===== config.mk =====
export PLATFORM = sky130hd
export DESIGN_NAME = muldiv_top
export DESIGN_NICKNAME = d
export VERILOG_FILES = /design/src/logic/muldiv_pkg.sv /design/src/logic/md_divider.sv /design/src/logic/md_issue_stage.sv /design/src/logic/md_multiplier.sv /design/src/logic/md_result_stage.sv /design/src/logic/muldiv_top.sv
export VERILOG_INCLUDE_DIRS = /design/src /design/src/logic
export SDC_FILE = /design/constraint.sdc
export NUM_CORES = 2
export LEC_CHECK = 0
export ABC_AREA = 1
export BUFFER_PORTS_ARGS = -buffer_cell sky130_fd_sc_hd__buf_2
export CORE_ASPECT_RATIO = 0.9
export CORE_MARGIN = 10
export CORE_UTILIZATION = 60
export CTS_CLUSTER_SIZE = 24
export DETAILED_ROUTE_END_ITERATION = 8
export PLACE_DENSITY_LB_ADDON = 0.25
export SLEW_MARGIN = 10
export SYNTH_ARGS = -nofsm -noshare
export SYNTH_HDL_FRONTEND = slang
export SYNTH_SLANG_ARGS = --single-unit

===== constraint.sdc =====
create_clock -name clk -period 7.2 [get_ports clk]
set_input_delay 1.08 -clock clk [delete_from_list [all_inputs] [get_ports clk]]
set_output_delay 1.08 -clock clk [all_outputs]
set_load 0.01 [all_outputs]

===== src/logic/muldiv_defs.svh =====
`ifndef MULDIV_DEFS_SVH
`define MULDIV_DEFS_SVH

// operand width, results are twice this
`define MD_XLEN 32

// one quotient bit per restoring step
`define MD_DIV_STEPS `MD_XLEN

// register stages inside the multiplier
`define MD_MUL_DEPTH 2

`endif


===== src/logic/muldiv_pkg.sv =====
`default_nettype none

package muldiv_pkg;

    // operation codes seen at the unit input
    typedef enum logic [1:0] {
        MD_MULT,
        MD_MULTU,
        MD_DIV,
        MD_DIVU
    } md_op_e;

    // divider sequencing
    // run covers the restoring iterations, fix applies the result signs
    typedef enum logic [2:0] {
        DIV_IDLE,
        DIV_RUN,
        DIV_FIX,
        DIV_DONE
    } div_state_e;

endpackage

`default_nettype wire


===== src/logic/md_divider.sv =====
`timescale 1ns/1ps
`default_nettype none

`include "muldiv_defs.svh"

module md_divider (
    input  wire                 clk,
    input  wire                 rst,
    input  wire                 div_go,
    input  wire                 div_signed,
    input  wire [`MD_XLEN-1:0]  div_a,
    input  wire [`MD_XLEN-1:0]  div_b,
    input  wire                 div_take,
    output logic                div_busy,
    output logic                div_done,
    output logic [`MD_XLEN-1:0] div_rem,
    output logic [`MD_XLEN-1:0] div_quo
);
    import muldiv_pkg::*;

    localparam int CNT_W = $clog2(`MD_DIV_STEPS);

    div_state_e          state_q;
    logic [CNT_W-1:0]    step_q;
    logic                last_step;
    logic                by_zero;

    logic                a_neg;
    logic                b_neg;
    logic [`MD_XLEN-1:0] abs_a;
    logic [`MD_XLEN-1:0] abs_b;

    logic [`MD_XLEN-1:0] rem_q;
    logic [`MD_XLEN-1:0] quo_q;
    logic [`MD_XLEN-1:0] dvs_q;
    logic                neg_quo_q;
    logic                neg_rem_q;
    logic [`MD_XLEN:0]   shifted;
    logic [`MD_XLEN:0]   trial;

    assign by_zero   = (div_b == '0);
    assign last_step = (step_q == CNT_W'(`MD_DIV_STEPS - 1));

    // magnitudes for the signed case
    assign a_neg = div_signed && div_a[`MD_XLEN-1];
    assign b_neg = div_signed && div_b[`MD_XLEN-1];
    assign abs_a = a_neg ? -div_a : div_a;
    assign abs_b = b_neg ? -div_b : div_b;

    // bring down the next dividend bit and try the subtraction
    assign shifted = {rem_q, quo_q[`MD_XLEN-1]};
    assign trial   = shifted - {1'b0, dvs_q};

    always_ff @(posedge clk) begin
        if (rst) begin
            state_q <= DIV_IDLE;
            step_q  <= '0;
        end else begin
            case (state_q)
                DIV_IDLE: begin
                    step_q <= '0;
                    if (div_go) begin
                        state_q <= by_zero ? DIV_DONE : DIV_RUN;
                    end
                end
                DIV_RUN: begin
                    step_q <= step_q + CNT_W'(1);
                    if (last_step) begin
                        state_q <= DIV_FIX;
                    end
                end
                DIV_FIX: begin
                    state_q <= DIV_DONE;
                end
                DIV_DONE: begin
                    if (div_take) begin
                        state_q <= DIV_IDLE;
                    end
                end
                default: begin
                    state_q <= DIV_IDLE;
                end
            endcase
        end
    end

    always_ff @(posedge clk) begin
        case (state_q)
            DIV_IDLE: begin
                if (div_go) begin
                    dvs_q     <= abs_b;
                    // quotient takes the xor of the signs, remainder the dividend sign
                    neg_quo_q <= a_neg ^ b_neg;
                    neg_rem_q <= a_neg;
                    if (by_zero) begin
                        quo_q <= '1;
                        rem_q <= div_a;
                    end else begin
                        quo_q <= abs_a;
                        rem_q <= '0;
                    end
                end
            end
            DIV_RUN: begin
                if (!trial[`MD_XLEN]) begin
                    rem_q <= trial[`MD_XLEN-1:0];
                    quo_q <= {quo_q[`MD_XLEN-2:0], 1'b1};
                end else begin
                    rem_q <= shifted[`MD_XLEN-1:0];
                    quo_q <= {quo_q[`MD_XLEN-2:0], 1'b0};
                end
            end
            DIV_FIX: begin
                if (neg_quo_q) begin
                    quo_q <= -quo_q;
                end
                if (neg_rem_q) begin
                    rem_q <= -rem_q;
                end
            end
            default: begin
                rem_q <= rem_q;
            end
        endcase
    end

    // busy already in the go cycle so nothing else slips in
    assign div_busy = div_go || (state_q != DIV_IDLE);
    assign div_done = (state_q == DIV_DONE);
    assign div_rem  = rem_q;
    assign div_quo  = quo_q;

endmodule

`default_nettype wire


===== src/logic/md_issue_stage.sv =====
`timescale 1ns/1ps
`default_nettype none

`include "muldiv_defs.svh"

module md_issue_stage (
    input  wire                  clk,
    input  wire                  rst,
    input  wire                  in_valid,
    input  var muldiv_pkg::md_op_e in_op,
    input  wire [`MD_XLEN-1:0]   in_src1,
    input  wire [`MD_XLEN-1:0]   in_src2,
    input  wire                  div_busy,
    input  wire                  advance,
    input  wire                  result_take,
    output logic                 in_ready,
    output logic                 mul_go,
    output logic                 mul_signed,
    output logic [`MD_XLEN-1:0]  mul_a,
    output logic [`MD_XLEN-1:0]  mul_b,
    output logic                 div_go,
    output logic                 div_signed,
    output logic [`MD_XLEN-1:0]  div_a,
    output logic [`MD_XLEN-1:0]  div_b
);
    import muldiv_pkg::*;

    // issue reg, two multiply stages and the output register
    localparam int CNT_W = $clog2(`MD_MUL_DEPTH + 3);

    logic               op_is_div;
    logic               accept;
    logic               mul_stalled;
    logic [CNT_W-1:0]   mul_cnt;
    logic               div_pending;
    logic               cnt_inc;
    logic               cnt_dec;
    logic [`MD_XLEN-1:0] src1_q;
    logic [`MD_XLEN-1:0] src2_q;
    logic               signed_q;

    assign op_is_div   = (in_op == MD_DIV) || (in_op == MD_DIVU);
    // multiply waiting in the issue register while the pipeline is frozen
    assign mul_stalled = mul_go && !advance;

    // a divide may only start once every earlier result has left
    assign in_ready = !div_busy && !mul_stalled
                   && !(op_is_div && ((mul_cnt != '0) || div_pending));
    assign accept   = in_valid && in_ready;

    assign cnt_inc = accept && !op_is_div;
    // the divide result always sits ahead of any later multiply
    assign cnt_dec = result_take && !div_pending;

    always_ff @(posedge clk) begin
        if (rst) begin
            mul_go      <= 1'b0;
            div_go      <= 1'b0;
            div_pending <= 1'b0;
            mul_cnt     <= '0;
        end else begin
            if (!mul_stalled) begin
                mul_go <= cnt_inc;
            end
            div_go <= accept && op_is_div;
            if (accept && op_is_div) begin
                div_pending <= 1'b1;
            end else if (result_take) begin
                div_pending <= 1'b0;
            end
            case ({cnt_inc, cnt_dec})
                2'b10:   mul_cnt <= mul_cnt + CNT_W'(1);
                2'b01:   mul_cnt <= mul_cnt - CNT_W'(1);
                default: mul_cnt <= mul_cnt;
            endcase
        end
    end

    always_ff @(posedge clk) begin
        if (accept) begin
            src1_q   <= in_src1;
            src2_q   <= in_src2;
            signed_q <= (in_op == MD_MULT) || (in_op == MD_DIV);
        end
    end

    // both paths read the same operand register
    assign mul_signed = signed_q;
    assign mul_a      = src1_q;
    assign mul_b      = src2_q;
    assign div_signed = signed_q;
    assign div_a      = src1_q;
    assign div_b      = src2_q;

endmodule

`default_nettype wire


===== src/logic/md_multiplier.sv =====
`timescale 1ns/1ps
`default_nettype none

`include "muldiv_defs.svh"

module md_multiplier (
    input  wire                 clk,
    input  wire                 rst,
    input  wire                 advance,
    input  wire                 mul_go,
    input  wire                 mul_signed,
    input  wire [`MD_XLEN-1:0]  mul_a,
    input  wire [`MD_XLEN-1:0]  mul_b,
    output logic                mul_done,
    output logic [`MD_XLEN-1:0] mul_hi,
    output logic [`MD_XLEN-1:0] mul_lo
);
    // one extra bit lets a single signed multiply cover both modes
    localparam int OW = `MD_XLEN + 1;
    localparam int PW = 2 * OW;

    logic                    s1_valid;
    logic signed [OW-1:0]    s1_a;
    logic signed [OW-1:0]    s1_b;
    logic signed [PW-1:0]    prod_full;
    logic                    s2_valid;
    logic [2*`MD_XLEN-1:0]   s2_prod;

    assign prod_full = PW'(s1_a) * PW'(s1_b);

    always_ff @(posedge clk) begin
        if (rst) begin
            s1_valid <= 1'b0;
            s2_valid <= 1'b0;
        end else if (advance) begin
            s1_valid <= mul_go;
            s2_valid <= s1_valid;
        end
    end

    // whole pipeline freezes when the output register cannot take more
    always_ff @(posedge clk) begin
        if (advance) begin
            s1_a    <= {mul_signed & mul_a[`MD_XLEN-1], mul_a};
            s1_b    <= {mul_signed & mul_b[`MD_XLEN-1], mul_b};
            s2_prod <= prod_full[2*`MD_XLEN-1:0];
        end
    end

    assign mul_done = s2_valid;
    assign mul_hi   = s2_prod[2*`MD_XLEN-1:`MD_XLEN];
    assign mul_lo   = s2_prod[`MD_XLEN-1:0];

endmodule

`default_nettype wire


===== src/logic/md_result_stage.sv =====
`timescale 1ns/1ps
`default_nettype none

`include "muldiv_defs.svh"

module md_result_stage (
    input  wire                 clk,
    input  wire                 rst,
    input  wire                 mul_done,
    input  wire [`MD_XLEN-1:0]  mul_hi,
    input  wire [`MD_XLEN-1:0]  mul_lo,
    input  wire                 div_done,
    input  wire [`MD_XLEN-1:0]  div_rem,
    input  wire [`MD_XLEN-1:0]  div_quo,
    input  wire                 out_ready,
    output logic                advance,
    output logic                div_take,
    output logic                result_take,
    output logic                out_valid,
    output logic [`MD_XLEN-1:0] out_hi,
    output logic [`MD_XLEN-1:0] out_lo
);
    logic                valid_q;
    logic [`MD_XLEN-1:0] hi_q;
    logic [`MD_XLEN-1:0] lo_q;
    logic                load_mul;

    // output register is free or leaves this cycle
    assign advance     = !valid_q || out_ready;
    assign result_take = valid_q && out_ready;

    // issue ordering keeps the two sources from finishing together
    assign load_mul = advance && mul_done;
    assign div_take = advance && div_done;

    always_ff @(posedge clk) begin
        if (rst) begin
            valid_q <= 1'b0;
        end else if (advance) begin
            valid_q <= mul_done || div_done;
        end
    end

    always_ff @(posedge clk) begin
        if (load_mul) begin
            hi_q <= mul_hi;
            lo_q <= mul_lo;
        end else if (div_take) begin
            // remainder high, quotient low
            hi_q <= div_rem;
            lo_q <= div_quo;
        end
    end

    assign out_valid = valid_q;
    assign out_hi    = hi_q;
    assign out_lo    = lo_q;

endmodule

`default_nettype wire


===== src/logic/muldiv_top.sv =====
`timescale 1ns/1ps
`default_nettype none

`include "muldiv_defs.svh"

module muldiv_top (
    input  wire                  clk,
    input  wire                  rst,
    input  wire                  in_valid,
    output logic                 in_ready,
    input  var muldiv_pkg::md_op_e in_op,
    input  wire [`MD_XLEN-1:0]   in_src1,
    input  wire [`MD_XLEN-1:0]   in_src2,
    output logic                 out_valid,
    input  wire                  out_ready,
    output logic [`MD_XLEN-1:0]  out_hi,
    output logic [`MD_XLEN-1:0]  out_lo
);
    logic                mul_go;
    logic                mul_signed;
    logic [`MD_XLEN-1:0] mul_a;
    logic [`MD_XLEN-1:0] mul_b;
    logic                mul_done;
    logic [`MD_XLEN-1:0] mul_hi;
    logic [`MD_XLEN-1:0] mul_lo;

    logic                div_go;
    logic                div_signed;
    logic [`MD_XLEN-1:0] div_a;
    logic [`MD_XLEN-1:0] div_b;
    logic                div_busy;
    logic                div_done;
    logic [`MD_XLEN-1:0] div_rem;
    logic [`MD_XLEN-1:0] div_quo;
    logic                div_take;

    logic                advance;
    logic                result_take;

    md_issue_stage u_issue (
        .clk(clk), .rst(rst),
        .in_valid(in_valid), .in_op(in_op), .in_src1(in_src1), .in_src2(in_src2),
        .div_busy(div_busy), .advance(advance), .result_take(result_take),
        .in_ready(in_ready),
        .mul_go(mul_go), .mul_signed(mul_signed), .mul_a(mul_a), .mul_b(mul_b),
        .div_go(div_go), .div_signed(div_signed), .div_a(div_a), .div_b(div_b)
    );

    md_multiplier u_mul (
        .clk(clk), .rst(rst), .advance(advance),
        .mul_go(mul_go), .mul_signed(mul_signed), .mul_a(mul_a), .mul_b(mul_b),
        .mul_done(mul_done), .mul_hi(mul_hi), .mul_lo(mul_lo)
    );

    md_divider u_div (
        .clk(clk), .rst(rst),
        .div_go(div_go), .div_signed(div_signed), .div_a(div_a), .div_b(div_b),
        .div_take(div_take), .div_busy(div_busy), .div_done(div_done),
        .div_rem(div_rem), .div_quo(div_quo)
    );

    md_result_stage u_result (
        .clk(clk), .rst(rst),
        .mul_done(mul_done), .mul_hi(mul_hi), .mul_lo(mul_lo),
        .div_done(div_done), .div_rem(div_rem), .div_quo(div_quo),
        .out_ready(out_ready), .advance(advance), .div_take(div_take),
        .result_take(result_take),
        .out_valid(out_valid), .out_hi(out_hi), .out_lo(out_lo)
    );

endmodule

`default_nettype wire


======== Word-level counts from Yosys, hierarchy flattened ========
Index checks and enable logic that the tools add are counted.
storage, ports and cells
  flip-flop bits (word level) ............. 374
  input bits .............................. 70
  output and inout port bits .............. 66
  word-level logic and storage cells ...... 112
operators by class
  add/subtract/negate cells ............... 8
  $mul .................................... 1
  equal/unequal tests ..................... 13
  muxes and demuxes ....................... 25
  bitwise logic cells ..................... 3
  reductions and logical operators ........ 40
operators by type and width
  kind                 number
  $mux 32              13
  $pmux 32 s3          2
  $neg 32->32          4
  $mul 33x33->64       1
  $sub 33x32->33       1
  $logic_not 32->1     1
  $logic_and 1x1->1    13
  $pmux 3 s4           1
  $pmux 5 s2           1
  $mux 3               3
  $reduce_and 3->1     3
  $reduce_bool 3->1    3
  $reduce_bool 2->1    4
  $logic_not 1->1      7
  $eq 2x2->1 const B   3
  $eq 3x2->1 const B   2
  $logic_or 1x1->1     6
  $ne 2x1->1 const B   3
  $pmux 3 s2           1
  $add 5x1->5 const B  1
  $eq 5x5->1 const B   1
  $ne 2x2->1 const B   2
  $add 3x1->3 const B  1
  $eq 3x1->1 const B   1
  other kinds (9)      12

======== Depth between registers and ports, before layout ========
  word-level depth ........................ 11
  mapped depth ............................ 34

======== By module ========
Synthesis repeated with hierarchy kept, for this count alone.
unflattened totals
  cells, all modules ...................... 7,608
  area total of the unflattened synthesis .. 61,551.5 µm²
by module, submodules not included
  module           times used  cells each  area an instance (µm²)  sequential area each (µm²)
  md_multiplier    1           5,344       44,483.9                3,943.8
  md_divider       1           1,801       11,355.9                3,083.0
  md_result_stage  1           288         2,936.6                 1,941.9
  md_issue_stage   1           175         2,775.2                 2,072.0

======== Worst setup path before layout ========
OpenSTA, ideal clock, no wires.
  path kind ............................... reg2reg
  start ................................... register u_mul.s1_a[32]
  end ..................................... register u_mul.s2_prod[63] (data pin)
  arrival ................................. 6.930 ns
  required time ........................... 6.948 ns
  slack ................................... 0.018 ns
  stages on the path, launching flop included .. 29
  cells stage by stage .................... edfxtp_1 clkbuf_1 nand2_1 inv_1 fa_1 inv_1 fa_1 inv_1 fa_1 fa_1 inv_1 fa_1 fa_1 fa_1 fa_1 inv_1 ha_1 nand2_1 nor2_1 inv_1 o21ai_0 nand2_1 and2_1 nand2_1 inv_1 nand2_1 inv_1 nand2_1 nand2_1
on the way
  cells in the longest elaborated chain, start to end .. 1
RTL lines
  element                   line                 source
  start: declaration        md_multiplier.sv:23  logic signed [OW-1:0] s1_a;
  start signal: assignment  md_multiplier.sv:44  s1_a <= {mul_signed & mul_a[`MD_XLEN-1], mul_a};
  $mul 33x33->64            md_multiplier.sv:29  assign prod_full = PW'(s1_a) * PW'(s1_b);
  net u_mul.prod_full[63]   md_multiplier.sv:25  logic signed [PW-1:0] prod_full;
  end signal: assignment    md_multiplier.sv:46  s2_prod <= prod_full[2*`MD_XLEN-1:0];
  end: declaration          md_multiplier.sv:27  logic [2*`MD_XLEN-1:0] s2_prod;
The timed path passes the listed nets, and every way through them passes these cells.
A chain may end at the register's enable or synchronous reset.

======== Worst setup path in the final report ========
  start ................................... register u_mul.s1_a[15]
  end ..................................... register u_mul.s2_prod[41] (data pin)
Same word-level chain as after synthesis.

==> summary.txt <==
Run status
  • Status: finished clean

Drt
  • Post-Route M1 WL: 76.96 mm
  • Routed WL: 185.3 mm
  • TritonRoute pass-1 iters: 6
  • Top Layer Used: met4
  • DR WL met2: 83.46 mm
  • DRT iter0 DRCs: 4712
  • DRC: 0
  • Vias: 48590
  • Vias per inst: 5.368
  • DRT antenna net count: 0
  • Met3 WL: 17.64 mm
  • WL/cell: 20.47 µm

Die
  • Initial Util: 0.6033
  • Total die area: 113400 µm²
  • Die H: 320.5 µm
  • Die width: 353.9 µm
  • Top-Level Pins: 136
  • Core area: 99780 µm²
  • Row count: 110

Finish
  • Nets: 9130
  • Non-Filler Instances: 9052
  • Finished Cell Area: 68050 µm²
  • Largest Register: u_mul.s2_prod
  • Layout cells sized above 1: 0.1212
  • Number of flip-flops in the largest register: 64
  • Antenna cells: 0
  • Largest regs: u_mul.s2_prod x64, u_mul.s1_a x33, u_mul.s1_b x33
  • Area Overhead vs Synth: 13.04%

Hold path
  • Hold Crit Start: u_div.step_q[3]
  • Hold worst-path end: u_div.step_q[3]
  • Worst hold path type: register to register
  • Worst hold stages: 1

Synthesis
  • Mux share of post-synthesis cell area: 0.001309
  • Library cells used by synthesis: 52
  • Simple-Gate Fraction of Synth Area: 0.1688
  • Compound-gate portion of the synthesized area: 0.04859
  • Synth Warn #: 0
  • Cells after Synth: 7351
  • Xor/xnor cell area share of the yosys netlist: 0.01920
  • Syn_nets: 8803
  • Seq/Total Area, Yosys: 0.1834
  • #FFs+latches synth: 373
  • Post-synthesis async set-or-reset flop share: 0
  • Top_reg_cell synth: edfxtp_1
  • Mapped cell area: 60200 µm²
  • Post-synth EDFFs: 357
  • Largest family of logic cells by synthesized area: adder cells
  • Post-Synth Adder-Cell Area: 0.4278
  • Avg Inst Size Synth: 8.190 µm²

Timing
  • Worst hold slack: 0.4330 ns
  • Final setup violation count: 0
  • Worst Tran Pin Value: 1.281 ns
  • Part of the cycle the worst path needs: 0.9986
  • Hold Fails Final Rpt: 0
  • Max Freq: 0.1391 GHz
  • Clock Skew: 0.03181 ns
  • Slew Limit Fails: 0
  • RSZ-0062 raised after global routing: true
  • Relative slew slack: 0.1447
  • Min Clock Period, post-route: 7.190 ns
  • Worst setup margin: 0.01043 ns

Worst setup path
  • Setup slack, reg-to-reg: 0.01 ns
  • Critical path class: register to register
  • Crit end category: register
  • Worst endpoint required time: 7.60 ns
  • Critical path arrival: 7.59 ns
  • Worst R2R Start: u_mul.s1_a[15]
  • FF-to-FF path depth: 24
  • CP max stage delay: 0.58 ns
  • Crit path launch type: register
  • Crit path cell chain: buf_12 -> buf_4 -> nand2_1 -> fa_1 -> inv_1 -> fa_1 -> fa_1 -> fa_1 -> fa_1 -> fa_1 -> fa_1 -> inv_1 -> fa_1 -> inv_1 -> ha_2 -> nand2_1 -> buf_4 -> nor2_1 -> nand2_1 -> nor2_1 -> buf_4 -> nand4_1 -> nand3_1 -> xor2_1
  • CP max stage cell: fa_1
  • Reg2reg end: u_mul.s2_prod[41]
  • Critical path peak fanout: 23
  • Worst path most repeated cell: fa_1

Placed design
  • Gpl congestion: 1.001
  • Post-DP Area: 65900 µm²
  • Dpl hpwl: 156.4 mm
  • Port Buf Inserts: 135
  • Pre-CTS WS: -0.2052 ns
  • Placed cell count: 8977

Clock tree
  • Clk root buf: clkbuf_16
  • CTS Sinks: 373
  • CTS tree: yes
  • Worst-path clk slew: 0.07 ns
  • CTS Hold Buffers Added: 0
  • Clock Tree Buf Depth: 3
  • Cts bufs inserted: 39
  • Max H-tree Level: 2
  • Skew-Pair Late Insertion Delay: 0.59 ns

Job
  • Max-Cap Viols: 0

Global route
  • GRT Total Usage: 0.3306
  • Number of antenna violations at the first check in global routing: 3
  • First-pass GRT wire length: 290.6 mm
  • Total gr overflow: 0
  • Largest net degree at the start of global routing: 79
  • Vias in the first global route: 49840
cells in the final DEF, fill, tap and decap left out, drive strengths merged, types with 6 or more instances in the layout:
cell,synthesis,layout
a21o,9,9
ha,255,255
clkbuf,294,46
xor2,92,92
buf,29,609
or2,14,14
nand2,1786,1786
o21a,8,8
nor2,394,394
o211ai,6,6
mux2,7,7
dfxtp,16,16
nand4,58,58
a21oi,239,239
xnor2,40,40
nand3,199,199
o21ai,188,188
edfxtp,357,357
nor4,10,10
o21bai,11,11
a31oi,12,12
and2,7,7
a21boi,29,29
inv,2083,2090
fa,1127,1127
nor3,54,54
clkinv,0,14
worst max-delay path: cells and delay by family, from the launching register on:
family        cells  cell delay [ns]
fa+ha+maj         9             4.45
simple gates      7             0.96
buf+inv           7             0.92
flops             1             0.38
xor+xnor          1             0.26
logic make-up (layout without fill, tap and decap cells):
logic type                 Yosys count  in the layout
AOI/OAI and AO/OA                  523            523
xor gates and xnor gates           132            132
adders and majority gates         1382           1382
buffers and inverters             2406           2763
DFF                                373            373
muxes                                7              7
and+or+nand+nor                   2528           2528
how the worst max path moves through the flow:
stage | start | end | slack (ns)
global placement | u_mul.s1_a[30] | u_mul.s2_prod[47] | -0.1
CTS | u_mul.s1_b[0] | u_mul.s2_prod[59] | -0.01
finish | u_mul.s1_a[15] | u_mul.s2_prod[41] | 0.01
global route | u_mul.s1_b[15] | u_mul.s2_prod[62] | -0.24
detailed placement | u_mul.s1_a[32] | u_mul.s2_prod[61] | -0.21
floorplan | u_mul.s1_a[32] | u_mul.s2_prod[63] | 0.02
routing by layer:
metal  global-route usage  vias to the layer above
met3              0.05464                      353
li1                     -                    22020
met5                    0                        -
met2               0.5166                     2370
met1               0.4721                    23850
met4               0.1038                        0
synth_stat cells, types with 56 or more instances:
cell,instances,area [µm²]
inv_1,2079,7804
nand2_1,1778,6674
fa_1,1127,22560
nor2_1,383,1438
edfxtp_1,357,10720
clkbuf_1,294,1104
ha_1,255,3191
a21oi_1,234,1171
nand3_1,196,980.9
o21ai_0,169,845.8
xor2_1,92,805.8
nand4_1,56,350.3
area by class of cell:
cell class	instances	area, µm²
multi-input cells	4572	40950
fillers	8169	31730
flip-flops and latches	373	11040
inverters	2083	7824
repair buffers	609	5288
well taps	1344	1682
clock buffers	46	1012
clock inverters	25	262.8
timing repair:
action | 4_1_cts | 5_1_grt
pin swaps | 3 | 18
buffers inserted | 0 | 4
endpoints found under the setup margin | 25 | 43
resized for setup | 47 | 183
through the flow:
stage,utilization,TNS [ns]
3_3_place_gp,0.6605,-0.5092
6_report,0.6820,0
2_1_floorplan,-,0
5_1_grt,0.6820,-3.898
3_5_place_dp,0.6605,-1.426
4_1_cts,0.6746,-0.01199
Power is left out: the tool's default activity adds up to more than one toggle a clock period on the data nets, which glitch-free logic cannot reach.
